--- src/logic/aesPkg.sv ---
`default_nettype none

package aesPkg;

    localparam int blockBits = 128;
    localparam int numRounds = 10;

    // what the datapath does on the coming edge
    typedef enum logic [2:0]
    {
        ROUND_IDLE,
        ROUND_LOAD,  // key whitening, key register load
        ROUND_SUB,   // s-boxes sample state and key word
        ROUND_MIX,
        ROUND_FINAL  // no mixcolumns
    } roundStepT;

    typedef enum logic [1:0]
    {
        IDLE,
        SUB,
        MIX
    } ctrlStateT;

endpackage

`default_nettype wire
--- src/logic/aesControl.sv ---
`timescale 1ns/1ps
`default_nettype none

module aesControl
(
    input  wire logic         clk,
    input  wire logic         rst_n,
    input  wire logic         start,
    output logic              busy,
    output logic              done,
    output aesPkg::roundStepT roundStep,
    output logic [3:0]        roundIndex
);

    aesPkg::ctrlStateT ctrlState;
    logic [3:0]        roundCount;
    logic              doneReg;
    logic              lastRound;

    assign lastRound  = (roundCount == 4'(aesPkg::numRounds));
    assign roundIndex = roundCount;
    assign busy       = (ctrlState != aesPkg::IDLE);
    assign done       = doneReg;

    // load must act on the edge that samples start
    always_comb
    begin
        case (ctrlState)
            aesPkg::IDLE: roundStep = start ? aesPkg::ROUND_LOAD : aesPkg::ROUND_IDLE;
            aesPkg::SUB:  roundStep = aesPkg::ROUND_SUB;
            aesPkg::MIX:  roundStep = lastRound ? aesPkg::ROUND_FINAL : aesPkg::ROUND_MIX;
            default:      roundStep = aesPkg::ROUND_IDLE;
        endcase
    end

    always_ff @(posedge clk)
    begin
        if (!rst_n)
        begin
            ctrlState  <= aesPkg::IDLE;
            roundCount <= 4'd0;
            doneReg    <= 1'b0;
        end
        else
        begin
            doneReg <= 1'b0;
            case (ctrlState)
                aesPkg::IDLE:
                begin
                    if (start)
                    begin
                        ctrlState  <= aesPkg::SUB;
                        roundCount <= 4'd1;
                    end
                end
                aesPkg::SUB:
                begin
                    ctrlState <= aesPkg::MIX;
                end
                aesPkg::MIX:
                begin
                    if (lastRound)
                    begin
                        ctrlState <= aesPkg::IDLE;
                        doneReg   <= 1'b1;  // ciphertext written on this edge
                    end
                    else
                    begin
                        ctrlState  <= aesPkg::SUB;
                        roundCount <= roundCount + 4'd1;
                    end
                end
                default:
                begin
                    ctrlState <= aesPkg::IDLE;
                end
            endcase
        end
    end

    assert property (@(posedge clk) disable iff (!rst_n) done |=> !done);

    assert property (@(posedge clk) disable iff (!rst_n)
        !(done && roundStep == aesPkg::ROUND_SUB));

    assert property (@(posedge clk) disable iff (!rst_n)
        roundIndex <= 4'(aesPkg::numRounds));

endmodule

`default_nettype wire

--- config.mk ---
export PLATFORM = sky130hd
export DESIGN_NAME = aesControl
export DESIGN_NICKNAME = d
export VERILOG_FILES = /design/src/logic/aesPkg.sv /design/src/logic/aesControl.sv
export SDC_FILE = /design/constraint.sdc
export NUM_CORES = 1
export LEC_CHECK = 0
export BUFFER_PORTS_ARGS = -buffer_cell sky130_fd_sc_hd__buf_4
export CORE_AREA = 2 2 39 41
export DETAILED_ROUTE_END_ITERATION = 6
export DIE_AREA = 0 0 41 43
export PLACE_DENSITY = 0.56
export RECOVER_POWER = 100
export SETUP_SLACK_MARGIN = 0.1
export SLEW_MARGIN = 15
export SYNTH_ARGS = -nofsm -noshare
export SYNTH_HDL_FRONTEND = slang
export SYNTH_SLANG_ARGS = --single-unit
--- constraint.sdc ---
create_clock -name clk -period 3.8 [get_ports clk]
set_clock_uncertainty 0.05 [all_clocks]
set_input_delay 0.38 -clock clk [delete_from_list [all_inputs] [get_ports clk]]
set_output_delay 0.38 -clock clk [all_outputs]
set_load 0.05 [all_outputs]
# Yosys cells after proc, flatten, opt, wreduce, memory -nomap -nowiden
# Index checks and enable logic that the tools add are counted.
# W data, S select, Z words.
[word_totals] regBits=7 input_bits=3 out_inout_bits=9 wordCells=24
[classes] add_sub_neg=1 eq_ne=5 n_mux=10 n_reduce_logical=5
[op_table] op="$pmux W3 S3" n=1
[op_table] op="$mux W4" n=2
[op_table] op="$pmux W4 S2" n=1
[op_table] op="$pmux W2 S3" n=1
[op_table] op="$add A4 B1 Y4 const B" n=1
[op_table] op="$eq A4 B4 Y1 const B" n=1
[op_table] op="$ne A2 B2 Y1 const B" n=2
[op_table] op="$reduce_bool A2 Y1" n=2
[op_table] op="$mux W1" n=3
[op_table] op="$mux W3" n=1
[op_table] op="$reduce_and A3 Y1" n=1
[op_table] op="$eq A2 B1 Y1 const B" n=1
[op_table] op="$eq A2 B2 Y1 const B" n=1
[op_table] op="$logic_not A2 Y1" n=1
[op_table] op="$mux W2" n=1
[op_table] op="$reduce_and A2 Y1" n=1

# Logic depth before layout (Yosys ltp)
# Gate-level depths: netlist of the first run.
[depth] ltp_word=3 ltp_mapped=5 mapped_depth_nobuf=5

# Worst setup path after synthesis of the first run
# No wires, ideal clock.
[synth_timing] kind="reg2out" start="register roundCount[1], in the netlist roundIndex[1]" end="output roundStep[2]" arrival_ps=2140 path_slack_ps=1230 path_stages_with_launch=4 n_path_buf=0 path_cell_list="dfxtp_1 ha_1 nand2_1 nor3_1"
[synth_via] elab_chain_len=3
[synth_lines] element="start: declaration" line_no="aesControl.sv:16" source="logic [3:0] roundCount;"
[synth_lines] element="start signal: assignment" line_no="aesControl.sv:70" source="roundCount <= roundCount + 4'd1;"
[synth_lines] element="$eq A4 B4 Y1" line_no="aesControl.sv:20" source="assign lastRound = (roundCount == 4'(aesPkg::numRounds));"
[synth_lines] element="$mux W3" line_no="aesControl.sv:31" source="aesPkg::MIX: roundStep = lastRound ? aesPkg::ROUND_FINAL : aesPkg::ROUND_MIX;"
[synth_lines] element="$pmux W3 S3" line_no="aesControl.sv:28" source="case (ctrlState)"
[synth_lines] element="end: declaration" line_no="aesControl.sv:11" source="output aesPkg::roundStepT roundStep,"
# Every way passes these cells.

# Final worst setup path of the first run
[layout_timing] start="register roundCount[0], in the netlist roundIndex[0]" end="output roundStep[0]"
# The elaborated chain is that of the path after synthesis.

==> results.tsv, run 1 <==
metric	value	unit
status	complete, no violations	
drcViolationCount	0	
startpoint_type	flip-flop	
finalMaxSlewViolations	0	
grt.overflow.total	0	
core_area	1380	µm²
nets	63	
initial_utilization	0.299	
rsz0062_at_grt	false	
p_per_area	384	nW/µm²
max_freq	433	MHz
cp.required	3.37	ns
ant_nets	0	
rows	14	
port_buffers	11	
vias	353	
syn-cell-area	414	µm²
cp.arrival	1.88	ns
crit_type	flip-flop to output port	
ir_drop	0.000139	V
p_comb_frac	0.199	
pwr-share-seq	0.429	
max-cap-violations	0	
dp_hpwl	668	µm
dp.cells	69	
period_minus_slack	2.31	ns
post-route-period-util	0.607	
grt_pass1_wl	1.37	mm
cts_buffer_depth	2	
hold_viol_final	0	
p_clk_frac	0.372	
die_h	43	µm
clk_pin_slew	0.06	ns
ys_seq_area_frac	0.338	
setup_viol	0	
relSlewSlack	0.605	
power.internal	0.128	mW
synth_cell_type_count	26	
clkSinkCount	7	
drive_gt1_frac	0.228	
numCtsBuffers	3	
cts_tree	built	
rr_worst_depth	5	
power.share.switching	0.316	
hold_buffers	0	
tns	0	ns
synth_cells	43	
clk_latency	0.26	ns
ys_seq_elements	7	
ctsHtreeMaxLevel	1	
root_buffer	clkbuf_4	
routed_wl	900	µm
grt.total_usage	0.125	
post_cts_buffers	0	
syn_nets	48	
leakagePower	0.201	nW
dieArea	1760	µm²
max_slew.worst_pin.slew	0.595	ns
grt_max_degree	12	
drt-vias-per-instance	4.84	
ioPinCount	12	
endpoint_kind	output port	
gp_congestion	0.789	
p_sw	0.0590	mW
hold_class	input pin to flip-flop	
drtPass1Iterations	4	
synth_warnings	0	
hold_depth	2	
die_w	41	µm
avgRoutedWirePerCell	12.3	µm
area_growth	17.2	%
drtIter0Drc	8	
cts-resized-gates	0	
cp_max_fo	6	
synth.avg_cell_area	9.63	µm²
grt_pass1_vias	316	
n_antenna_cell	0	
antenna_found_initial	0	
stdcell_count	73	
-- synthesized netlist by cell type --
cell type / instances / share of area
dfxtp_1: 7 / 0.34
nand2_1: 4 / 0.036
inv_1: 3 / 0.027
and3_1: 2 / 0.030
ha_1: 2 / 0.060
nand3_1: 2 / 0.024
nor2_1: 2 / 0.018
nor3_1: 2 / 0.024
o21ai_1: 2 / 0.024
a211oi_1: 1 / 0.018
a21oi_1: 1 / 0.012
a21oi_2: 1 / 0.021
a21oi_4: 1 / 0.039
a31oi_1: 1 / 0.015
a41o_1: 1 / 0.024
and2b_1: 1 / 0.018
and3b_4: 1 / 0.030
buf_6: 1 / 0.027
mux2_4: 1 / 0.036
nand2b_4: 1 / 0.033
nand4b_1: 1 / 0.021
o21ba_2: 1 / 0.024
o21bai_2: 1 / 0.027
o32ai_2: 1 / 0.039
or2_1: 1 / 0.015
or3_1: 1 / 0.015
-- placed cells by master (no fill, tap or decap) --
cell	netlist	routed
clkbuf_1	0	9
dfxtp_1	7	7
nand2_1	4	4
inv_1	3	3
clkbuf_4	0	3
buf_4	0	3
a21oi_1	1	2
nor3_1	2	2
o21ai_0	0	2
nor2_1	2	2
nand3_1	2	2
and3_1	2	2
ha_1	2	2
or2_1	1	1
and3b_4	1	1
o21bai_2	1	1
nand2b_2	0	1
and2b_1	1	1
mux2_4	1	1
a21oi_2	1	1
a41o_1	1	1
o32ai_2	1	1
or3_1	1	1
a31oi_1	1	1
o21ba_2	1	1
nand4b_1	1	1
a211oi_1	1	1
-- metrics by stage --
| stage | utilization | total power, mW | setup WS [ns] | hold slack [ns] | cell area [µm²] |
|---|---|---|---|---|---|
| 3_3_place_gp | 0.365 | 0.124 | 2.11 | 0.497 | 505 |
| 5_1_grt | 0.351 | 0.197 | 1.37 | 0.353 | 485 |
| 2_1_floorplan | - | 0.113 | 1.23 | 0.459 | 414 |
| 4_1_cts | 0.384 | 0.195 | 1.82 | 0.340 | 532 |
| 6_report | 0.351 | 0.187 | 1.49 | 0.347 | 485 |
| 3_5_place_dp | 0.365 | 0.124 | 2.10 | 0.489 | 505 |
-- routing by layer --
| layer | vias to the layer above | GRT usage | wire length, µm |
|---|---|---|---|
| li1 | 184 | - | - |
| met1 | 156 | 0.179 | 440 |
| met2 | 11 | 0.141 | 383 |
| met3 | 2 | 0.0314 | 61 |
| met4 | 0 | 0.120 | 14 |
| met5 | - | 0 | 0 |
-- flip-flops by register name, summed over array words and instances, names as in the netlist --
| register | count |
|---|---|
| done | 1 |
| ctrlState | 2 |
| roundIndex | 4 |
-- cell families (layout without fill, tap and decap cells) --
family | count (synthesis) | after routing | synth area share
and+or+nand+nor | 18 | 18 | 0.266
AOI/OAI and AO/OA | 11 | 11 | 0.245
DFF | 7 | 7 | 0.338
buffers and inverters | 4 | 18 | 0.0544
adders and majority gates | 2 | 2 | 0.0604
muxes | 1 | 1 | 0.0362
-- power groups by stage --
stage,logic [mW],clock network (mW),registers [mW]
2_1_floorplan,0.0284,0,0.0844
3_3_place_gp,0.0417,0,0.0823
3_5_place_dp,0.0418,0,0.0822
4_1_cts,0.0420,0.0725,0.0805
5_1_grt,0.0395,0.0769,0.0805
6_report,0.0371,0.0694,0.0801
-- cell type report --
| type | instances | area (µm²) |
|---|---|---|
| multi-input cells | 32 | 235 |
| fillers | 153 | 898 |
| inverters | 3 | 11.3 |
| repair buffers | 11 | 52.6 |
| flip-flops and latches | 7 | 140 |
| well taps | 16 | 20.0 |
| clock buffers | 4 | 26.3 |
-- critical path, stage by stage, from the launching register on --
cell and delay (ns):
dfxtp_1 0.40, inv_1 0.07, ha_1 0.22, and3b_4 0.19, a21oi_1 0.25, clkbuf_1 0.50
-- path summary, 6_finish.rpt --
check                start             to  slack (ns)
max reg2reg  roundIndex[0]  roundIndex[2]        2.37
min reg2reg  roundIndex[0]  roundIndex[0]        0.50
min                  rst_n           done        0.35
max          roundIndex[0]   roundStep[0]        1.49
Power figures use the tool's default switching activity.
==> run 2: changes to the inputs <==
- PLACE_DENSITY: 0.56 -> 0.58
- clock period: 3.8 -> 1.9 ns (I/O delays scaled with it)
==> run 2 against run 1 <==
Die area is the same. Utilization grew 3.3 points. Combinational power grew 130%. Design area grew 9.3%. Via count grew 5.4%. Power grew 110%. Sequential cell count is the same. Critical path depth is the same. Cell count grew 1.4%. Largest power group unchanged. Highest routed layer unchanged.
==> results.tsv, run 2 (synthesis results as in run 1) <==
metric	value	unit	change
status	complete, no violations		unchanged
grt_pass1_wl	1.46	mm	was 1.37 mm
drt-vias-per-instance	5.03		was 4.84
rr_worst_depth	4		was 5
max_freq	577	MHz	
grt.total_usage	0.130		was 0.125
area_growth	28.1	%	was 17.2%
cp_max_fo	6		unchanged
drtPass1Iterations	5		was 4
fin_ws	0.167	ns	was 1.49 ns
largest-register	roundIndex		unchanged
relSlewSlack	0.607		was 0.605
worstSetupPathDepth	5		unchanged
drcViolationCount	0		unchanged
path_cells	inv_1 -> ha_1 -> and3b_4 -> a21oi_4 -> buf_6		was inv_1 -> ha_1 -> and3b_4 -> a21oi_1 -> clkbuf_1
endpoint	roundStep[0]		unchanged
numCtsBuffers	3		unchanged
drive_gt1_frac	0.379		was 0.228
layout_common_cells	6 x dfxtp_1, 6 x clkbuf_1, 4 x nand2_1		was 9 x clkbuf_1, 7 x dfxtp_1, 4 x nand2_1
clkSinkCount	7		unchanged
grt.overflow.total	0		unchanged
cp.buffers_inverters	2		unchanged
ctsHtreeMaxLevel	1		unchanged
routed_wl	911	µm	was 900 µm
vias	372		was 353
rows	14		unchanged
placed_area	523	µm²	was 505 µm²
nets	64		was 63
ir_drop	0.000276	V	was 0.000139 V
pwr-share-seq	0.407		was 0.429
ant_nets	0		unchanged
clk_pin_slew	0.06	ns	about the same
rsz0062_at_grt	false		unchanged
core_area	1380	µm²	unchanged
ioPinCount	12		unchanged
min-delay-start	rst_n		unchanged
cp.required	1.66	ns	was 3.37 ns
antenna_found_initial	0		unchanged
worstReg2RegEnd	roundIndex[0]		was roundIndex[2]
gp_congestion	0.766		was 0.789
hold_class	input pin to flip-flop		unchanged
finalInstanceArea	531	µm²	was 485 µm²
cts_tree	built		unchanged
max_slew.worst_pin.slew	0.592	ns	was 0.595 ns
avgRoutedWirePerCell	12.3	µm	about the same
drtIter0Drc	2		was 8
p_clk_frac	0.375		was 0.372
leakagePower	0.224	nW	was 0.201 nW
setup_viol	0		unchanged
dieArea	1760	µm²	unchanged
crit_type	flip-flop to output port		unchanged
power.internal	0.260	mW	was 0.128 mW
tns	0	ns	unchanged
port_buffers	11		unchanged
root_buffer	clkbuf_4		unchanged
max-cap-violations	0		unchanged
pre_cts_ws	0.426	ns	was 2.10 ns
cp_slowest_cell	dfxtp_2		was clkbuf_1
largest_reg_flops	4		unchanged
max_stage_delay	0.37	ns	was 0.50 ns
p_comb_frac	0.218		was 0.199
path_delay_family	flip-flops		was buffers and inverters
power.share.switching	0.338		was 0.316
endpoint_kind	output port		unchanged
initial_utilization	0.299		unchanged
post-route-period-util	0.912		
period_minus_slack	1.73	ns	
critPathLaunch	roundIndex[0]		unchanged
cts_buffer_depth	2		unchanged
n_antenna_cell	0		unchanged
p_total	0.393	mW	was 0.187 mW
finalMaxSlewViolations	0		unchanged
cp.arrival	1.49	ns	was 1.88 ns
p_sw	0.133	mW	was 0.0590 mW
rr_startpoint	ctrlState[1]		was roundIndex[0]
die_h	43	µm	unchanged
hold_viol_final	0		unchanged
clk_latency	0.27	ns	was 0.26 ns
grt_pass1_vias	358		was 316
post_cts_buffers	0		unchanged
grt_max_degree	9		was 12
p_per_area	740	nW/µm²	was 384 nW/µm²
die_w	41	µm	unchanged
post-route-util	0.383		was 0.351
startpoint_type	flip-flop		unchanged
dp_hpwl	708	µm	was 668 µm
rrSetupSlack	0.52	ns	was 2.37 ns
-- run 2: changes by cell type in the layout (fill, tap and decap cells not counted), sizes merged --
cell,before,now
buf,3,4
clkbuf,12,11
clkinv,0,1
-- run 2: what timing repair did --
item,4_1_cts,5_1_grt
endpoints found under the setup margin,0,2
hold buffers,0,0
resized for setup,0,2
-- run 2: final cells by class --
cell class	instances	area, µm²
timing repair buffer	12	66.3
sequential	7	141
clock inverter	1	5.00
inverter	3	11.3
tap	16	20.0
fill	149	853
multi-input combinational	32	264
clock buffer	3	22.5
-- run 2: power by group through the flow --
stage	clock, mW	sequential, mW	combinational (mW)
after detailed placement	0	0.163	0.0882
final	0.147	0.160	0.0857
after floorplan	0	0.169	0.0581
after CTS	0.154	0.160	0.0883
after global placement	0	0.163	0.0886
after global routing	0.159	0.161	0.0912
-- run 2: how the worst min path moves through the flow --
stage                                to  cells past startpoint  slack [ns]
after global routing       ctrlState[0]                      2        0.17
after global placement     ctrlState[0]                      2        0.43
after CTS                 roundIndex[2]                      2        0.15
final                     roundIndex[2]                      2        0.15
after detailed placement           done                      2        0.43
after floorplan            ctrlState[0]                      1        0.29
-- run 2: routing by layer --
layer,wire (µm),vias up,track usage
li1,-,183,-
met1,399,168,0.158
met2,413,14,0.166
met3,48,7,0.0314
met4,49,0,0.140
met5,0,-,0
-- run 2: per-stage QoR --
step | hold WS (ns) | cells
after global routing | 0.166 | 74
after CTS | 0.149 | 74
after detailed placement | 0.428 | 70
final | 0.152 | 74
after global placement | 0.430 | 70
after floorplan | 0.286 | 43
==> run 3: changes to the inputs <==
- BUFFER_PORTS_ARGS: -buffer_cell sky130_fd_sc_hd__buf_4 -> default
- DONT_BUFFER_PORTS: default -> 1
- PLACE_DENSITY: 0.58 -> 0.5
==> run 3 against run 2 <==
Worst hold slack got worse by 0.12 ns. Design area fell by 8.3%. Wire length rose by 2.1%. Utilization fell by 3.2 points. Combinational power fell by 14%. Clock power fell by 6%.
==> results.tsv, run 3 (synthesis results as in run 1) <==
metric	value	unit	change
placed_area	470	µm²	was 523 µm²
crit_type	flip-flop to flip-flop		was flip-flop to output port
hold_buffers	0		unchanged
grt_max_degree	12		was 9
antenna_found_initial	0		unchanged
pwr-share-seq	0.431		was 0.407
dieArea	1760	µm²	unchanged
grt_pass1_vias	325		was 358
routed_wl	930	µm	was 911 µm
p_comb_frac	0.198		was 0.218
area_growth	17.5	%	was 28.1%
clkSinkCount	7		unchanged
port_buffers	0		was 11
max_freq	584	MHz	was 577 MHz
grt.total_usage	0.138		was 0.130
critPathLaunch	roundIndex[1]		was roundIndex[0]
nets	57		was 64
power.share.switching	0.315		was 0.338
avgRoutedWirePerCell	13.9	µm	was 12.3 µm
hold_class	input pin to flip-flop		unchanged
cp.buffers_inverters	1		was 2
max_stage_delay	0.55	ns	was 0.37 ns
endpoint	roundIndex[2]		was roundStep[0]
grt_pass1_wl	1.48	mm	was 1.46 mm
pre_cts_ws	0.336	ns	was 0.426 ns
drt-vias-per-instance	5.31		was 5.03
cts_buffer_depth	2		unchanged
cp.required	2.00	ns	was 1.66 ns
layout_common_cells	6 x dfxtp_1, 4 x nand2_1, 3 x inv_1, 3 x clkbuf_4, 3 x clkbuf_1		was 6 x dfxtp_1, 6 x clkbuf_1, 4 x nand2_1
cts_tree	built		unchanged
max_slew.worst_pin.slew	0.751	ns	was 0.592 ns
rrSetupSlack	0.19	ns	was 0.52 ns
finalMaxSlewViolations	0		unchanged
max-cap-violations	0		unchanged
path_cells	clkbuf_1 -> ha_1 -> mux2_4 -> a21oi_2 -> a41o_1		was inv_1 -> ha_1 -> and3b_4 -> a21oi_4 -> buf_6
multiInputGateArea	260	µm²	was 264 µm²
hold_viol_final	0		unchanged
register_area	141	µm²	unchanged
worstSetupPathDepth	5		unchanged
rows	14		unchanged
n_antenna_cell	0		unchanged
rr_worst_depth	5		was 4
drtIter0Drc	4		was 2
rsz0062_at_grt	false		unchanged
worstReg2RegEnd	roundIndex[2]		was roundIndex[0]
die_h	43	µm	unchanged
p_per_area	761	nW/µm²	was 740 nW/µm²
rr_startpoint	roundIndex[1]		was ctrlState[1]
fin_ws	0.188	ns	was 0.167 ns
p_total	0.370	mW	was 0.393 mW
layout_commonest_cell	dfxtp_1		
ant_nets	0		unchanged
gp_congestion	0.884		was 0.766
post_cts_buffers	0		unchanged
period_minus_slack	1.71	ns	was 1.73 ns
relSlewSlack	0.499		was 0.607
drive_gt1_frac	0.333		was 0.379
grt.overflow.total	0		unchanged
cp.arrival	1.81	ns	was 1.49 ns
startpoint_type	flip-flop		unchanged
status	complete, no violations		unchanged
endpoint_kind	flip-flop		was output port
clk_pin_slew	0.05	ns	was 0.06 ns
largest_reg_flops	4		unchanged
p_clk_frac	0.371		was 0.375
post-route-period-util	0.901		was 0.912
finalInstanceArea	487	µm²	was 531 µm²
core_area	1380	µm²	unchanged
drtPass1Iterations	4		was 5
p_sw	0.117	mW	was 0.133 mW
ioPinCount	12		unchanged
nFillCells	151		was 149
dp_hpwl	693	µm	was 708 µm
ctsHtreeMaxLevel	1		unchanged
drcViolationCount	0		unchanged
clk_latency	0.26	ns	was 0.27 ns
leakagePower	0.199	nW	was 0.224 nW
ir_drop	0.000293	V	was 0.000276 V
largest-register	roundIndex		unchanged
vias	356		was 372
root_buffer	clkbuf_4		unchanged
cp_max_fo	4		was 6
cts-resized-gates	0		unchanged
power.internal	0.254	mW	was 0.260 mW
tns	0	ns	unchanged
cp_slowest_cell	clkbuf_1		was dfxtp_2
path_delay_family	buffers and inverters		was flip-flops
setup_viol	0		unchanged
numCtsBuffers	3		unchanged
die_w	41	µm	unchanged
initial_utilization	0.299		unchanged
[run 3: changes by cell type in the layout (fill, tap and decap cells not counted), sizes merged]
cell    delta
buf        -2
clkbuf     -4
clkinv     -1
[run 3: per-layer routing]
metal  GRT usage  vias up  part of all wire
met5           0        -                 0
met2       0.138       12              0.39
met4       0.100        0             0.030
met3       0.110        5             0.090
li1            -      173                 -
met1       0.184      166              0.49
[run 3: power groups by stage]
| stage | clock [mW] | sequential (mW) | combinational (mW) |
|---|---|---|---|
| after floorplan | 0 | 0.169 | 0.0581 |
| after global placement | 0 | 0.163 | 0.0747 |
| after detailed placement | 0 | 0.163 | 0.0741 |
| after CTS | 0.145 | 0.160 | 0.0743 |
| after global routing | 0.153 | 0.161 | 0.0773 |
| final | 0.138 | 0.160 | 0.0734 |
[run 3: area by class of cell]
type,count,area share
Inverter,3,0.0231
Sequential cell,7,0.290
Timing Repair Buffer,5,0.0566
Multi-Input combinational cell,32,0.535
Clock buffer,4,0.0540
Tap cell,16,0.0411
[run 3: through the flow]
| step | hold slack, ns | cells | util |
|---|---|---|---|
| after floorplan | 0.286 | 43 | - |
| after global placement | 0.295 | 63 | 0.340 |
| after detailed placement | 0.293 | 63 | 0.340 |
| after CTS | 0.0183 | 67 | 0.359 |
| after global routing | 0.0232 | 67 | 0.352 |
| final | 0.0281 | 67 | 0.352 |
[run 3: worst reg2reg max path, cell delays in order (launching register included)]
cell	delay [ns]
dfxtp_1	0.32
clkbuf_1	0.55
ha_1	0.30
mux2_4	0.15
a21oi_2	0.05
a41o_1	0.19
[run 3: worst min-delay path by stage]
stage / startpoint / endpoint / cells after the start
after floorplan: rst_n / ctrlState[0] / 1
after global placement: rst_n / roundIndex[2] / 1
after detailed placement: rst_n / ctrlState[0] / 1
after CTS: rst_n / ctrlState[0] / 1
after global routing: rst_n / ctrlState[0] / 1
final: rst_n / ctrlState[0] / 1
