<file path="src/logic/aesPkg.sv">
`default_nettype none

package aesPkg;

    localparam int blockBits = 128;
    localparam int numRounds = 10;

    // what the datapath does on the coming edge
    typedef enum logic [2:0]
    {
        ROUND_IDLE,
        ROUND_LOAD,  // key whitening, key register load
        ROUND_SUB,   // s-boxes sample state and key word
        ROUND_MIX,
        ROUND_FINAL  // no mixcolumns
    } roundStepT;

    typedef enum logic [1:0]
    {
        IDLE,
        SUB,
        MIX
    } ctrlStateT;

endpackage

`default_nettype wire
</file>
<file path="src/logic/roundDatapath.sv">
`timescale 1ns/1ps
`default_nettype none

module roundDatapath
(
    input  wire logic                         clk,
    input  wire logic                         rst_n,
    input  wire logic [aesPkg::blockBits-1:0] plaintext,
    input  wire logic [aesPkg::blockBits-1:0] key,
    input  wire aesPkg::roundStepT            roundStep,
    input  wire logic [aesPkg::blockBits-1:0] subWord,
    input  wire logic [aesPkg::blockBits-1:0] nextRoundKey,
    output logic      [aesPkg::blockBits-1:0] stateWord,
    output logic      [aesPkg::blockBits-1:0] ciphertext
);

    logic [aesPkg::blockBits-1:0] shifted;
    logic [aesPkg::blockBits-1:0] mixed;

    function automatic logic [7:0] xtime(input logic [7:0] b);
        return {b[6:0], 1'b0} ^ (8'h1b & {8{b[7]}});  // gf(2^8) doubling
    endfunction

    // byte index is row + 4 * column, row r rotates left by r
    function automatic logic [127:0] shiftRows(input logic [127:0] s);
        logic [127:0] r;
        int c;
        int rw;
        for (c = 0; c < 4; c++)
        begin
            for (rw = 0; rw < 4; rw++)
            begin
                r[127 - 8 * (rw + 4 * c) -: 8] = s[127 - 8 * (rw + 4 * ((c + rw) % 4)) -: 8];
            end
        end
        return r;
    endfunction

    function automatic logic [127:0] mixColumns(input logic [127:0] s);
        logic [127:0] r;
        logic [7:0] a0;
        logic [7:0] a1;
        logic [7:0] a2;
        logic [7:0] a3;
        int c;
        for (c = 0; c < 4; c++)
        begin
            a0 = s[127 - 32 * c -: 8];
            a1 = s[119 - 32 * c -: 8];
            a2 = s[111 - 32 * c -: 8];
            a3 = s[103 - 32 * c -: 8];
            r[127 - 32 * c -: 8] = xtime(a0) ^ xtime(a1) ^ a1 ^ a2 ^ a3;
            r[119 - 32 * c -: 8] = a0 ^ xtime(a1) ^ xtime(a2) ^ a2 ^ a3;
            r[111 - 32 * c -: 8] = a0 ^ a1 ^ xtime(a2) ^ xtime(a3) ^ a3;
            r[103 - 32 * c -: 8] = xtime(a0) ^ a0 ^ a1 ^ a2 ^ xtime(a3);
        end
        return r;
    endfunction

    assign shifted = shiftRows(subWord);
    assign mixed   = mixColumns(shifted);

    always_ff @(posedge clk)
    begin
        case (roundStep)
            aesPkg::ROUND_LOAD:  stateWord <= plaintext ^ key;  // round 0 key add
            aesPkg::ROUND_MIX:   stateWord <= mixed ^ nextRoundKey;
            aesPkg::ROUND_FINAL: stateWord <= shifted ^ nextRoundKey;
            default:             stateWord <= stateWord;
        endcase
    end

    always_ff @(posedge clk)
    begin
        if (!rst_n)
        begin
            ciphertext <= '0;
        end
        else if (roundStep == aesPkg::ROUND_FINAL)
        begin
            ciphertext <= shifted ^ nextRoundKey;  // held until the next final round
        end
    end

endmodule

`default_nettype wire

</file>
<file path="config.mk">
export PLATFORM = sky130hd
export DESIGN_NAME = roundDatapath
export DESIGN_NICKNAME = d
export VERILOG_FILES = /design/src/logic/aesPkg.sv /design/src/logic/roundDatapath.sv
export SDC_FILE = /design/constraint.sdc
export NUM_CORES = 1
export LEC_CHECK = 0
export BUFFER_PORTS_ARGS = -buffer_cell sky130_fd_sc_hd__clkbuf_2
export CORE_AREA = 5 5 302 304
export DETAILED_ROUTE_END_ITERATION = 16
export DIE_AREA = 0 0 307 309
export GPL_ROUTABILITY_DRIVEN = 0
export PLACE_DENSITY_LB_ADDON = 0.25
export RECOVER_POWER = 50
export REMOVE_ABC_BUFFERS = 1
export SYNTH_ARGS = -nofsm -noshare
export SYNTH_HDL_FRONTEND = slang
export SYNTH_SLANG_ARGS = --single-unit
</file>
<file path="constraint.sdc">
create_clock -name clk -period 14.5 [get_ports clk]
set_input_delay 1.45 -clock clk [delete_from_list [all_inputs] [get_ports clk]]
set_output_delay 1.45 -clock clk [all_outputs]
set_load 0.02 [all_outputs]
</file>
# [After elaboration in Yosys (flattened, before gate mapping)]
# Index checks and enable logic that the tools add are counted.
# W data, S select, Z words.
[totals] output_inout_bits=256 input_bits=517 word_cells=90 regBits=256
[op_classes] n_bitwise=83 mux=1 n_eq_ne=3 n_reduce_logical=1
[ops] cell="$xor A8 B8 Y8" n=64
[ops] cell="$pmux W128 S3" n=1
[ops] cell="$xor A128 B128 Y128" n=3
[ops] cell="$xor A8 B5 Y8" n=16
[ops] cell="$eq A3 B1 Y1 const B" n=1
[ops] cell="$eq A3 B2 Y1 const B" n=1
[ops] cell="$eq A3 B3 Y1 const B" n=1
[ops] cell="$reduce_bool A3 Y1" n=1

# [Logic depth before layout (Yosys ltp)]
# Gate-level depths: netlist (run 1).
[depth] ltp_word=7 ltp_mapped=6 depth_no_buf=4

# [Worst setup path before layout (run 1)]
# No wires, ideal clock.
[synth_timing] path_kind="input -> register" start="input roundStep[0]" end="register stateWord[0] in the netlist's numbering, enable pin" setup_ps=792 slack_ps=3288 t_arrival_ps=10420 cell_stages=2 n_path_buf=0 path_cell_list="inv_1 -> o21ai_0"
[synth_via] elab_chain_cells=2 word_cells_on_any_way=4 cone_classes="eq/ne (3); reduce/logical (1)"
[synth_rtl] element="start: declaration" line="roundDatapath.sv:10" rtl="input wire aesPkg::roundStepT roundStep,"
[synth_rtl] element="$eq A3 B3 Y1, or another cell as far along" line="roundDatapath.sv:65" rtl="case (roundStep)"
[synth_rtl] element="$reduce_bool A3 Y1 (no line) *"
[synth_rtl] element="end signal: assignment" line="roundDatapath.sv:66" rtl="aesPkg::ROUND_LOAD: stateWord <= plaintext ^ key;"
[synth_rtl] element="end signal: assignment" line="roundDatapath.sv:67" rtl="aesPkg::ROUND_MIX: stateWord <= mixed ^ nextRoundKey;"
[synth_rtl] element="end signal: assignment" line="roundDatapath.sv:68" rtl="aesPkg::ROUND_FINAL: stateWord <= shifted ^ nextRoundKey;"
[synth_rtl] element="end: declaration" line="roundDatapath.sv:13" rtl="output logic [aesPkg::blockBits-1:0] stateWord,"
# Mark *: on every way between the ends. The rest lies on a longest branch, timed or not.
# A chain may end at the register's enable or synchronous reset.

# [Worst setup path in the final report (run 1)]
[layout_timing] start="input roundStep[2]" end="register stateWord[115] in the netlist's numbering (data pin)"
[layout_via] elab_chain_cells=2 word_cells_on_any_way=4 cone_classes="eq/ne (3); mux (1)"
[layout_rtl] element="$eq A3 B3 Y1, or another cell as far along" line="roundDatapath.sv:65"
[layout_rtl] element="$pmux W128 S3 *" line="roundDatapath.sv:65"
# Marks and branches as above.

==> results of run 1 <==
==> metal layers <==
layer,track usage [%],up-vias
met1,18.4,7252
met2,27.5,488
li1,-,7370
met5,0,-
met4,3.31,0
met3,3.29,69
==> flip-flops by register name (all words and copies together), names as in the netlist <==
name / cells
ciphertext: 128
stateWord: 128
==> through the flow <==
| stage | utilization (%) | instance area (sq um) | std cells | power, mW | hold slack (ns) |
|---|---|---|---|---|---|
| 3_5_place_dp | 25.7 | 22600 | 3640 | 1.70 | 0.458 |
| 5_1_grt | 26.6 | 23400 | 3707 | 2.66 | 0.479 |
| 3_3_place_gp | 25.7 | 22600 | 3640 | 1.70 | 0.453 |
| 4_1_cts | 26.9 | 23700 | 3707 | 2.59 | 0.466 |
| 2_1_floorplan | - | 17100 | 1691 | 1.38 | 0.541 |
| 6_report | 26.6 | 23400 | 3708 | 2.53 | 0.462 |
==> cell families (layout without fill, tap and decap cells) <==
| kind of cell | after synthesis | after routing | synth area share, % |
|---|---|---|---|
| buffers and inverters | 107 | 852 | 2.76 |
| XOR/XNOR | 809 | 809 | 41.6 |
| other | 0 | 1 | 0 |
| AND/OR/NAND/NOR | 364 | 364 | 7.86 |
| AO/OA/AOI/OAI | 261 | 261 | 11.3 |
| flip-flops | 256 | 256 | 36.4 |
==> power by group through the flow <==
stage	logic [mW]	clock network [mW]	registers (mW)
after CTS	0.823	0.905	0.863
after global routing	0.859	0.931	0.868
final	0.795	0.876	0.862
after floorplan	0.422	0	0.961
after detailed placement	0.819	0	0.877
after global placement	0.820	0	0.877
==> worst min path at each step <==
| stage | startpoint | to | slack [ns] | cells past startpoint |
|---|---|---|---|---|
| floorplan | ciphertext[0]$_SDFFE_PN0P_ | ciphertext[0]$_SDFFE_PN0P_ | 0.54 | 2 |
| global placement | ciphertext[65]$_SDFFE_PN0P_ | ciphertext[65]$_SDFFE_PN0P_ | 0.45 | 2 |
| detailed placement | ciphertext[9]$_SDFFE_PN0P_ | ciphertext[9]$_SDFFE_PN0P_ | 0.46 | 2 |
| CTS | ciphertext[29]$_SDFFE_PN0P_ | ciphertext[29]$_SDFFE_PN0P_ | 0.47 | 2 |
| global route | ciphertext[73]$_SDFFE_PN0P_ | ciphertext[73]$_SDFFE_PN0P_ | 0.48 | 2 |
| finish | ciphertext[18]$_SDFFE_PN0P_ | ciphertext[18]$_SDFFE_PN0P_ | 0.46 | 2 |
==> worst register-to-register path, stage by stage (launching register included) <==
cell and delay [ns]:
dfxtp_1 0.37, nand2_1 0.06, a21boi_0 0.19
==> final cells by class <==
cell class | instances | area [sq um]
repair buffers | 784 | 3640
multi-input cells | 1434 | 10700
well taps | 1165 | 1460
clock buffers | 56 | 1070
flip-flops and latches | 256 | 6410
fillers | 9780 | 64600
inverters | 1 | 3.75
clock inverters | 11 | 66.3
diodes | 1 | 2.50
==> layout by cell type (no fill, tap or decap) <==
cell / Yosys / routed
a21boi_0: 128 / 128
o211ai_1: 93 / 93
nand2_1: 358 / 356
nor3b_1: 1 / 1
xnor2_2: 2 / 2
xnor2_1: 498 / 498
o31ai_1: 4 / 4
inv_1: 1 / 1
buf_12: 0 / 1
o21ai_0: 1 / 1
a21o_1: 4 / 4
nand2_2: 0 / 1
clkbuf_2: 7 / 514
clkinv_2: 0 / 4
nand2_4: 0 / 1
dfxtp_1: 128 / 128
edfxtp_1: 128 / 128
clkbuf_16: 0 / 37
nor3_1: 1 / 1
clkinv_1: 0 / 3
inv_6: 0 / 3
nor2_4: 0 / 1
clkbuf_1: 43 / 270
nand3b_1: 1 / 1
o221ai_1: 22 / 22
clkinv_4: 0 / 1
a22oi_1: 7 / 7
o221ai_2: 1 / 1
clkbuf_8: 0 / 7
xor2_1: 291 / 291
nor2_1: 1 / 1
diode_2: 0 / 1
and3b_2: 0 / 1
xor2_2: 4 / 4
a221o_1: 1 / 1
buf_4: 6 / 11
xnor3_1: 14 / 14
==> results.sh, run 1 <==
export IMPL_status="finished, violations left"
export IMPL_violations="max-capacitance violations, max-slew violations"
export IMPL_end_kind="register"
export IMPL_worst_path_max_fanout=56
export IMPL_cts_sinks=256
export IMPL_ys_types=29
export IMPL_synth_top_cell_area_share_pct=24.8
export IMPL_fp_row_count=109
export IMPL_timing_rr_end="ciphertext[60]$_SDFFE_PN0P_"
export IMPL_cp_arrival_ns=5.61
export IMPL_highest_layer="met4"
export IMPL_synth_edff_count=128
export IMPL_endpoint="stateWord[115]$_DFFE_PP_"
export IMPL_cp_num_cells=8
export IMPL_ir_drop_mv=0.0599
export IMPL_cap_violations=2
export IMPL_setup_violations=0
export IMPL_internal_power_mw=1.68
export IMPL_grt_pass1_wl_um=108000
export IMPL_drcViolationCount=0
export IMPL_vias_per_cell=4.09
export IMPL_fin_crit_ns=5.35
export IMPL_max_slew_worst_pin_slew_ns=3.29
export IMPL_ctsHoldBuffers=0
export IMPL_dieArea_sq_mm=0.0949
export IMPL_p_comb_share_pct=31.4
export IMPL_netSwitchingPower_mw=0.856
export IMPL_p_leak_nw=8.91
export IMPL_drt_met1_wl_um=31600
export IMPL_drive_gt1_share_pct=23.2
export IMPL_synthTopCellsByCount="xnor2_1, nand2_1, xor2_1"
export IMPL_synthCells=1797
export IMPL_clkTransAtPathRegs_ns=0.06
export IMPL_finalMaxSlewViolations=73
export IMPL_min_period_over_period_pct=36.9
export IMPL_relSlewSlack_pct=-122
export IMPL_startpoint_type="input pin"
export IMPL_cts_buffers=37
export IMPL_core_area_sq_mm=0.0880
export IMPL_antenna_left=0
export IMPL_routed_wl_um=76800
export IMPL_post_drt_wl_per_cell_um=20.7
export IMPL_max_stage_delay_ns=2.10
export IMPL_crit_path_cell_trace="clkbuf_1 -> nor3b_1 -> clkbuf_1 -> buf_4 -> nor2_4 -> buf_4 -> nand2_1 -> o211ai_1"
export IMPL_overflow=0
export IMPL_slowest_stage="clkbuf_1"
export IMPL_clock_latency_ns=0.53
export IMPL_antenna_found_initial=1
export IMPL_yosysMostFrequentCell="xnor2_1"
export IMPL_hp_class="reg2reg"
export IMPL_avgSynthCellArea_sq_um=9.79
export IMPL_seqPwrFrac_pct=34.0
export IMPL_worstReg2RegStart="ciphertext[60]$_SDFFE_PN0P_"
export IMPL_yosysSeqAreaShare_pct=36.4
export IMPL_synth_top_area_cell="xnor2_1"
export IMPL_clkPwrFrac_pct=34.6
export IMPL_finClkSkew_ns=0
export IMPL_portBuffers=772
export IMPL_ys_top_cells_by_area="xnor2_1, edfxtp_1, dfxtp_1"
export IMPL_start_util_pct=20.0
export IMPL_reg2reg_depth=2
export IMPL_wl_met2_um=39000
export IMPL_dp_hpwl_um=60600
export IMPL_r2r_slack_ns=13.81
export IMPL_finalWorstSetupSlack_ns=9.15
export IMPL_worst_ep_required_time_ns=14.76
export IMPL_synth_seq_cells=256
export IMPL_boundaryPins=773
export IMPL_die_w_um=307
export IMPL_fin_tns_setup_ns=0
export IMPL_wl_met3_um=4640
export IMPL_cellPowerDensity_mw_per_mm2=108
export IMPL_setup_worst_path_start="roundStep[2]"
export IMPL_die_h_um=309
export IMPL_cts_buffer_depth=3
export IMPL_grtUsageTotal_pct=15.1
export IMPL_rsz0062_at_grt="no"
export IMPL_place_ws_ns=10.39
export IMPL_crit_type="in2reg"
export IMPL_drt_iter0_markers=640
export IMPL_syn_to_final_growth_pct=32.8
export IMPL_cts_htree_levels=2
export IMPL_first_pass_iters=5
export IMPL_clock_fmax_mhz=187
export IMPL_vias=15200
export IMPL_postCtsSetupRepairBufs=0
export IMPL_async_flop_share_pct=0
export IMPL_synthesis_area_sq_mm=0.0176
export IMPL_cts_resized=0
export IMPL_worst_path_buf_inv=4
export IMPL_cts_root_buf="clkbuf_16"
export IMPL_grt_max_degree=118
export IMPL_tritoncts="yes"
export IMPL_grt_pass1_vias=15700
export IMPL_switching_share_pct=33.8
export IMPL_finalHoldViolations=0
export IMPL_yosysWarnings=0
export IMPL_fin_nets=3031
export IMPL_cp_top_family="buffers and inverters"
export IMPL_synth_flop_cell="edfxtp_1"
No activity file was read; power rests on OpenSTA's default activity.
==> run 2: changes to the inputs <==
==> constraint.sdc (replaced) <==
create_clock -name clk -period 5.2 [get_ports clk]
set_input_delay 0.52 -clock clk [delete_from_list [all_inputs] [get_ports clk]]
set_output_delay 0.52 -clock clk [all_outputs]
set_load 0.02 [all_outputs]
==> run 2 against run 1 <==
  * Highest routed layer unchanged
  * The run now ends clean
  * Sequential share of layout area is 0.057 points lower
  * Clock skew did not move
  * Die area stayed put
  * Total power rose to 2.8 times the previous value
  * Via count fell by 0.24%
==> results.sh, run 2 (same netlist as run 1, synthesis figures left out) <==
export IMPL_max_stage_delay_ns=0.63
export IMPL_cellPowerDensity_mw_per_mm2=302
export IMPL_grt_max_degree=135
export IMPL_largest_registers="ciphertext: 128 flops, stateWord: 128 flops"
export IMPL_max_slew_worst_pin_slew_ns=1.01
export IMPL_status="finished clean"
export IMPL_vias=15100
export IMPL_power_mw=7.07
export IMPL_ctsHoldBuffers=0
export IMPL_hp_class="in2reg"
export IMPL_setup_worst_path_start="roundStep[1]"
export IMPL_fin_tns_setup_ns=0
export IMPL_cp_top_family="simple AND/OR/NAND/NOR gates"
export IMPL_finalHoldViolations=0
export IMPL_postCtsSetupRepairBufs=0
export IMPL_hp_start="nextRoundKey[71]"
export IMPL_drt_iter0_markers=733
export IMPL_ir_drop_mv=0.179
export IMPL_finalWorstSetupSlack_ns=2.96
export IMPL_slowest_stage="buf_4"
export IMPL_tritoncts="yes"
export IMPL_placed_area_sq_mm=0.0226
export IMPL_crit_type="in2reg"
export IMPL_fp_row_count=109
export IMPL_drive_gt1_share_pct=24.1
export IMPL_post_route_cell_area_sq_mm=0.0234
export IMPL_cts_resized=0
export IMPL_first_pass_iters=4
export IMPL_worst_path_max_fanout=53
export IMPL_die_h_um=309
export IMPL_fin_crit_ns=2.24
export IMPL_crit_path_cell_trace="clkbuf_1 -> and3b_2 -> nor2_4 -> buf_4 -> nand2_1 -> o211ai_1"
export IMPL_cts_sinks=256
export IMPL_fin_nets=3027
export IMPL_cts_buffers=36
export IMPL_grt_pass1_vias=15700
export IMPL_portBuffers=772
export IMPL_place_ws_ns=2.40
export IMPL_syn_to_final_growth_pct=33.1
export IMPL_cp_arrival_ns=2.62
export IMPL_overflow=0
export IMPL_p_leak_nw=8.99
export IMPL_antenna_found_initial=2
export IMPL_clkTransAtPathRegs_ns=0.06
export IMPL_grtUsageTotal_pct=15.2
export IMPL_relSlewSlack_pct=32.6
export IMPL_drcViolationCount=0
export IMPL_clock_fmax_mhz=446
export IMPL_worst_ep_required_time_ns=5.58
export IMPL_grt_pass1_wl_um=108000
export IMPL_post_drt_wl_per_cell_um=20.7
export IMPL_cts_htree_levels=2
export IMPL_hold_slack_ns=0.343
export IMPL_worst_path_buf_inv=2
export IMPL_end_kind="register"
export IMPL_cts_buffer_depth=3
export IMPL_rsz0062_at_grt="no"
export IMPL_cap_violations=0
export IMPL_setup_violations=0
export IMPL_boundaryPins=773
export IMPL_die_w_um=307
export IMPL_clock_latency_ns=0.53
export IMPL_final_cell_mix="clkbuf_2, xnor2_1, nand2_1"
export IMPL_routed_wl_um=76700
export IMPL_worstReg2RegStart="ciphertext[59]$_SDFFE_PN0P_"
export IMPL_min_period_over_period_pct=43.1
export IMPL_vias_per_cell=4.09
export IMPL_finalMaxSlewViolations=0
export IMPL_core_area_sq_mm=0.0880
export IMPL_cts_root_buf="clkbuf_16"
export IMPL_start_util_pct=20.0
export IMPL_startpoint_type="input pin"
export IMPL_dieArea_sq_mm=0.0949
export IMPL_antenna_left=0
export IMPL_dp_hpwl_um=59600
export IMPL_finClkSkew_ns=0
export IMPL_layout_commonest_cell="clkbuf_2"
[run 2: layout make-up]
class	count	area, sq um
antenna	2	5.00
fill	9792	64600
clock buffer	52	1070
multi-input combinational	1434	10700
timing repair buffer	781	3680
clock inverter	14	73.8
sequential	256	6410
inverter	1	3.75
tap	1165	1460
[run 2: per-layer routing]
| metal | wire (um) | vias to the layer above | global-route usage (%) |
|---|---|---|---|
| met5 | 0 | - | 0 |
| met4 | 1950 | 0 | 4.21 |
| met3 | 5180 | 95 | 3.55 |
| met2 | 38400 | 499 | 26.9 |
| met1 | 31200 | 7193 | 18.5 |
| li1 | - | 7356 | - |
[run 2: power breakdown]
group	internal (mW)	total (mW)	switching [mW]
combinational	0.923	2.23	1.30
sequential	2.34	2.40	0.0635
clock	1.43	2.44	1.01
total	4.69	7.07	2.37
[run 2: metrics by stage]
step	instances	utilization, %
2_1_floorplan	1691	-
3_3_place_gp	3637	25.7
3_5_place_dp	3637	25.7
4_1_cts	3703	27.0
5_1_grt	3704	26.6
6_report	3705	26.6
[run 2: worst register-to-register path: cells and delay by family (launching register included)]
family	cells	cell delay, ns
AO/OA/AOI/OAI	1	0.17
flip-flops	1	0.41
AND/OR/NAND/NOR	1	0.07
[run 2: path summary, 6_finish.rpt]
kind | end | slack (ns) | depth (start not counted)
worst max-delay path | stateWord[56]$_DFFE_PP_ | 2.96 | 6
worst min-delay path | ciphertext[71]$_SDFFE_PN0P_ | 0.34 | 4
worst max register to register | ciphertext[59]$_SDFFE_PN0P_ | 4.49 | 2
worst min register to register | ciphertext[78]$_SDFFE_PN0P_ | 0.46 | 2
==> run 3: changes to the inputs <==
--- a/config.mk
+++ b/config.mk
@@ -5,10 +5,11 @@
 export SDC_FILE = /design/constraint.sdc
 export NUM_CORES = 1
 export LEC_CHECK = 0
+export ABC_AREA = 1
 export BUFFER_PORTS_ARGS = -buffer_cell sky130_fd_sc_hd__clkbuf_2
-export CORE_AREA = 5 5 302 304
+export CORE_AREA = 5 5 295 297
 export DETAILED_ROUTE_END_ITERATION = 16
-export DIE_AREA = 0 0 307 309
+export DIE_AREA = 0 0 300 302
 export GPL_ROUTABILITY_DRIVEN = 0
 export PLACE_DENSITY_LB_ADDON = 0.25
 export RECOVER_POWER = 50
==> constraint.sdc (replaced) <==
create_clock -name clk -period 1.8 [get_ports clk]
set_input_delay 0.18 -clock clk [delete_from_list [all_inputs] [get_ports clk]]
set_output_delay 0.18 -clock clk [all_outputs]
set_load 0.02 [all_outputs]
==> run 3 against run 2 <==
  * Clock skew unchanged
  * Clock-buffer cell count down 3
  * Flip-flop and latch count unchanged
  * Routed wire length up 17%
==> results.sh, run 3 <==
export IMPL_synthesis_area_sq_mm=0.0216
export IMPL_startpoint_type="input pin"
export IMPL_end_kind="register"
export IMPL_grt_pass1_wl_um=133000
export IMPL_finClkSkew_ns=0
export IMPL_finalMaxSlewViolations=0
export IMPL_cp_arrival_ns=1.82
export IMPL_largest_registers="ciphertext: 128 flops, stateWord: 128 flops"
export IMPL_dp_hpwl_um=72400
export IMPL_fp_row_count=107
export IMPL_core_area_sq_mm=0.0843
export IMPL_antenna_left=0
export IMPL_boundaryPins=773
export IMPL_min_period_over_period_pct=91.9
export IMPL_synth_top_cell_area_share_pct=28.6
export IMPL_clock_fmax_mhz=604
export IMPL_synthCells=3491
export IMPL_placed_area_sq_mm=0.0269
export IMPL_antenna_found_initial=10
export IMPL_yosysWarnings=0
export IMPL_clkTransAtPathRegs_ns=0.05
export IMPL_synth_top_area_cell="nand2_1"
export IMPL_dieArea_sq_mm=0.0906
export IMPL_synth_edff_count=128
export IMPL_synth_flop_cell="edfxtp_1"
export IMPL_avgSynthCellArea_sq_um=6.20
export IMPL_tritoncts="yes"
export IMPL_fin_nets=4799
export IMPL_setup_violations=0
export IMPL_p_leak_nw=15.8
export IMPL_fin_crit_ns=1.65
export IMPL_final_cell_mix="nand2_1, clkbuf_2, inv_1"
export IMPL_vias=23700
export IMPL_cap_violations=0
export IMPL_worst_ep_required_time_ns=1.97
export IMPL_max_slew_worst_pin_slew_ns=1.05
export IMPL_async_flop_share_pct=0
export IMPL_portBuffers=772
export IMPL_layout_commonest_cell="nand2_1"
export IMPL_clock_latency_ns=0.54
export IMPL_crit_type="in2reg"
export IMPL_post_route_cell_area_sq_mm=0.0286
export IMPL_cts_sinks=256
export IMPL_cts_root_buf="clkbuf_16"
export IMPL_relSlewSlack_pct=29.8
export IMPL_ys_types=23
export IMPL_status="finished clean"
export IMPL_cts_buffer_depth=3
export IMPL_place_ws_ns=0.132
export IMPL_cts_resized=0
export IMPL_grt_max_degree=73
export IMPL_rsz0062_at_grt="no"
export IMPL_syn_to_final_growth_pct=32.0
export IMPL_overflow=0
export IMPL_hp_class="in2reg"
export IMPL_worst_path_max_fanout=18
export IMPL_synthTopCellsByCount="nand2_1, inv_1, xor2_1"
export IMPL_finalHoldViolations=0
export IMPL_drt_iter0_markers=1333
export IMPL_cellPowerDensity_mw_per_mm2=720
export IMPL_fillCellCount=9329
export IMPL_vias_per_cell=4.39
export IMPL_start_util_pct=25.7
export IMPL_grtUsageTotal_pct=18.8
export IMPL_grt_pass1_vias=22700
export IMPL_drive_gt1_share_pct=20.9
export IMPL_yosysMostFrequentCell="nand2_1"
export IMPL_utilization_pct=33.9
export IMPL_first_pass_iters=5
export IMPL_post_drt_wl_per_cell_um=16.7
export IMPL_cts_buffers=36
export IMPL_die_w_um=300
export IMPL_yosysSeqAreaShare_pct=29.6
export IMPL_ir_drop_mv=0.509
export IMPL_die_h_um=302
export IMPL_routed_wl_um=90000
export IMPL_finalWorstSetupSlack_ns=0.145
export IMPL_ys_top_cells_by_area="nand2_1, edfxtp_1, xor2_1"
export IMPL_synth_seq_cells=256
export IMPL_cts_htree_levels=2
export IMPL_drcViolationCount=0
==> run 3: cell types whose count changed in the layout (fill, tap and decap cells not counted), sizes merged, moves of 34 or more <==
| cell | change |
|---|---|
| a21boi | -128 |
| a21oi | +128 |
| nand2 | +1289 |
| o21ai | +72 |
| dlygate4sd3 | +60 |
| o211ai | -93 |
| xor2 | +53 |
| buf | +41 |
| o21bai | +34 |
| xnor2 | -421 |
| inv | +356 |
| nor2 | +189 |
| nand3 | +229 |
==> run 3: logic make-up after synthesis <==
logic type,after synthesis,synth area share (%)
AO/OA/AOI/OAI,235,5.83
flip-flops,256,29.6
XOR/XNOR,427,17.7
buffers and inverters,499,9.46
AND/OR/NAND/NOR,2074,37.4
==> run 3: per-layer routing <==
layer	global-route usage, %	part of all wire [%]
met3	4.07	6.5
met4	4.99	2.3
met2	33.1	49
met5	0	0.014
met1	23.2	42
==> run 3: report_power, final <==
part	total, mW	switching, mW	internal [mW]
Sequential	6.91	0.189	6.72
Combinational	6.54	4.17	2.36
Clock	7.14	2.92	4.22
Total	20.6	7.28	13.3
==> run 3: timing repair <==
action,4_1_cts,5_1_grt
hold buffers,60,0
hold endpoints to repair,62,0
setup buffers,0,0
==> run 3: final timing paths <==
kind         cells past startpoint                         from  slack (ns)                     endpoint
max                              5                 roundStep[0]        0.15     stateWord[117]$_DFFE_PP_
min                              4             nextRoundKey[77]        0.04  ciphertext[77]$_SDFFE_PN0P_
max reg2reg                      3   ciphertext[0]$_SDFFE_PN0P_        0.62   ciphertext[0]$_SDFFE_PN0P_
min reg2reg                      2  ciphertext[29]$_SDFFE_PN0P_        0.46  ciphertext[29]$_SDFFE_PN0P_
==> run 3: cell type report <==
class | count | area (sq um) | area share (%)
Tap cell | 1090 | 1360 | 4.77
Multi-Input combinational cell | 2736 | 13200 | 46.3
Antenna cell | 8 | 20.0 | 0.0701
Clock buffer | 49 | 1010 | 3.54
Sequential cell | 256 | 6410 | 22.4
Clock inverter | 14 | 131 | 0.460
Timing Repair Buffer | 896 | 5080 | 17.8
Inverter | 356 | 1340 | 4.70
==> run 3: critical path, stage by stage <==
cell	delay (ns)
clkbuf_2	0.08
inv_1	0.09
o21ai_0	0.66
buf_12	0.26
clkbuf_2	0.52
==> run 3: per-stage QoR <==
stage,std cells,hold slack [ns],TNS (ns),power [mW]
5_1_grt,5402,0.0372,0,21.9
3_3_place_gp,5274,0.453,0,13.5
6_report,5405,0.0410,0,20.6
2_1_floorplan,3348,0.389,-2772.44,10.9
3_5_place_dp,5274,0.454,0,13.5
4_1_cts,5397,0.000208,0,21.0
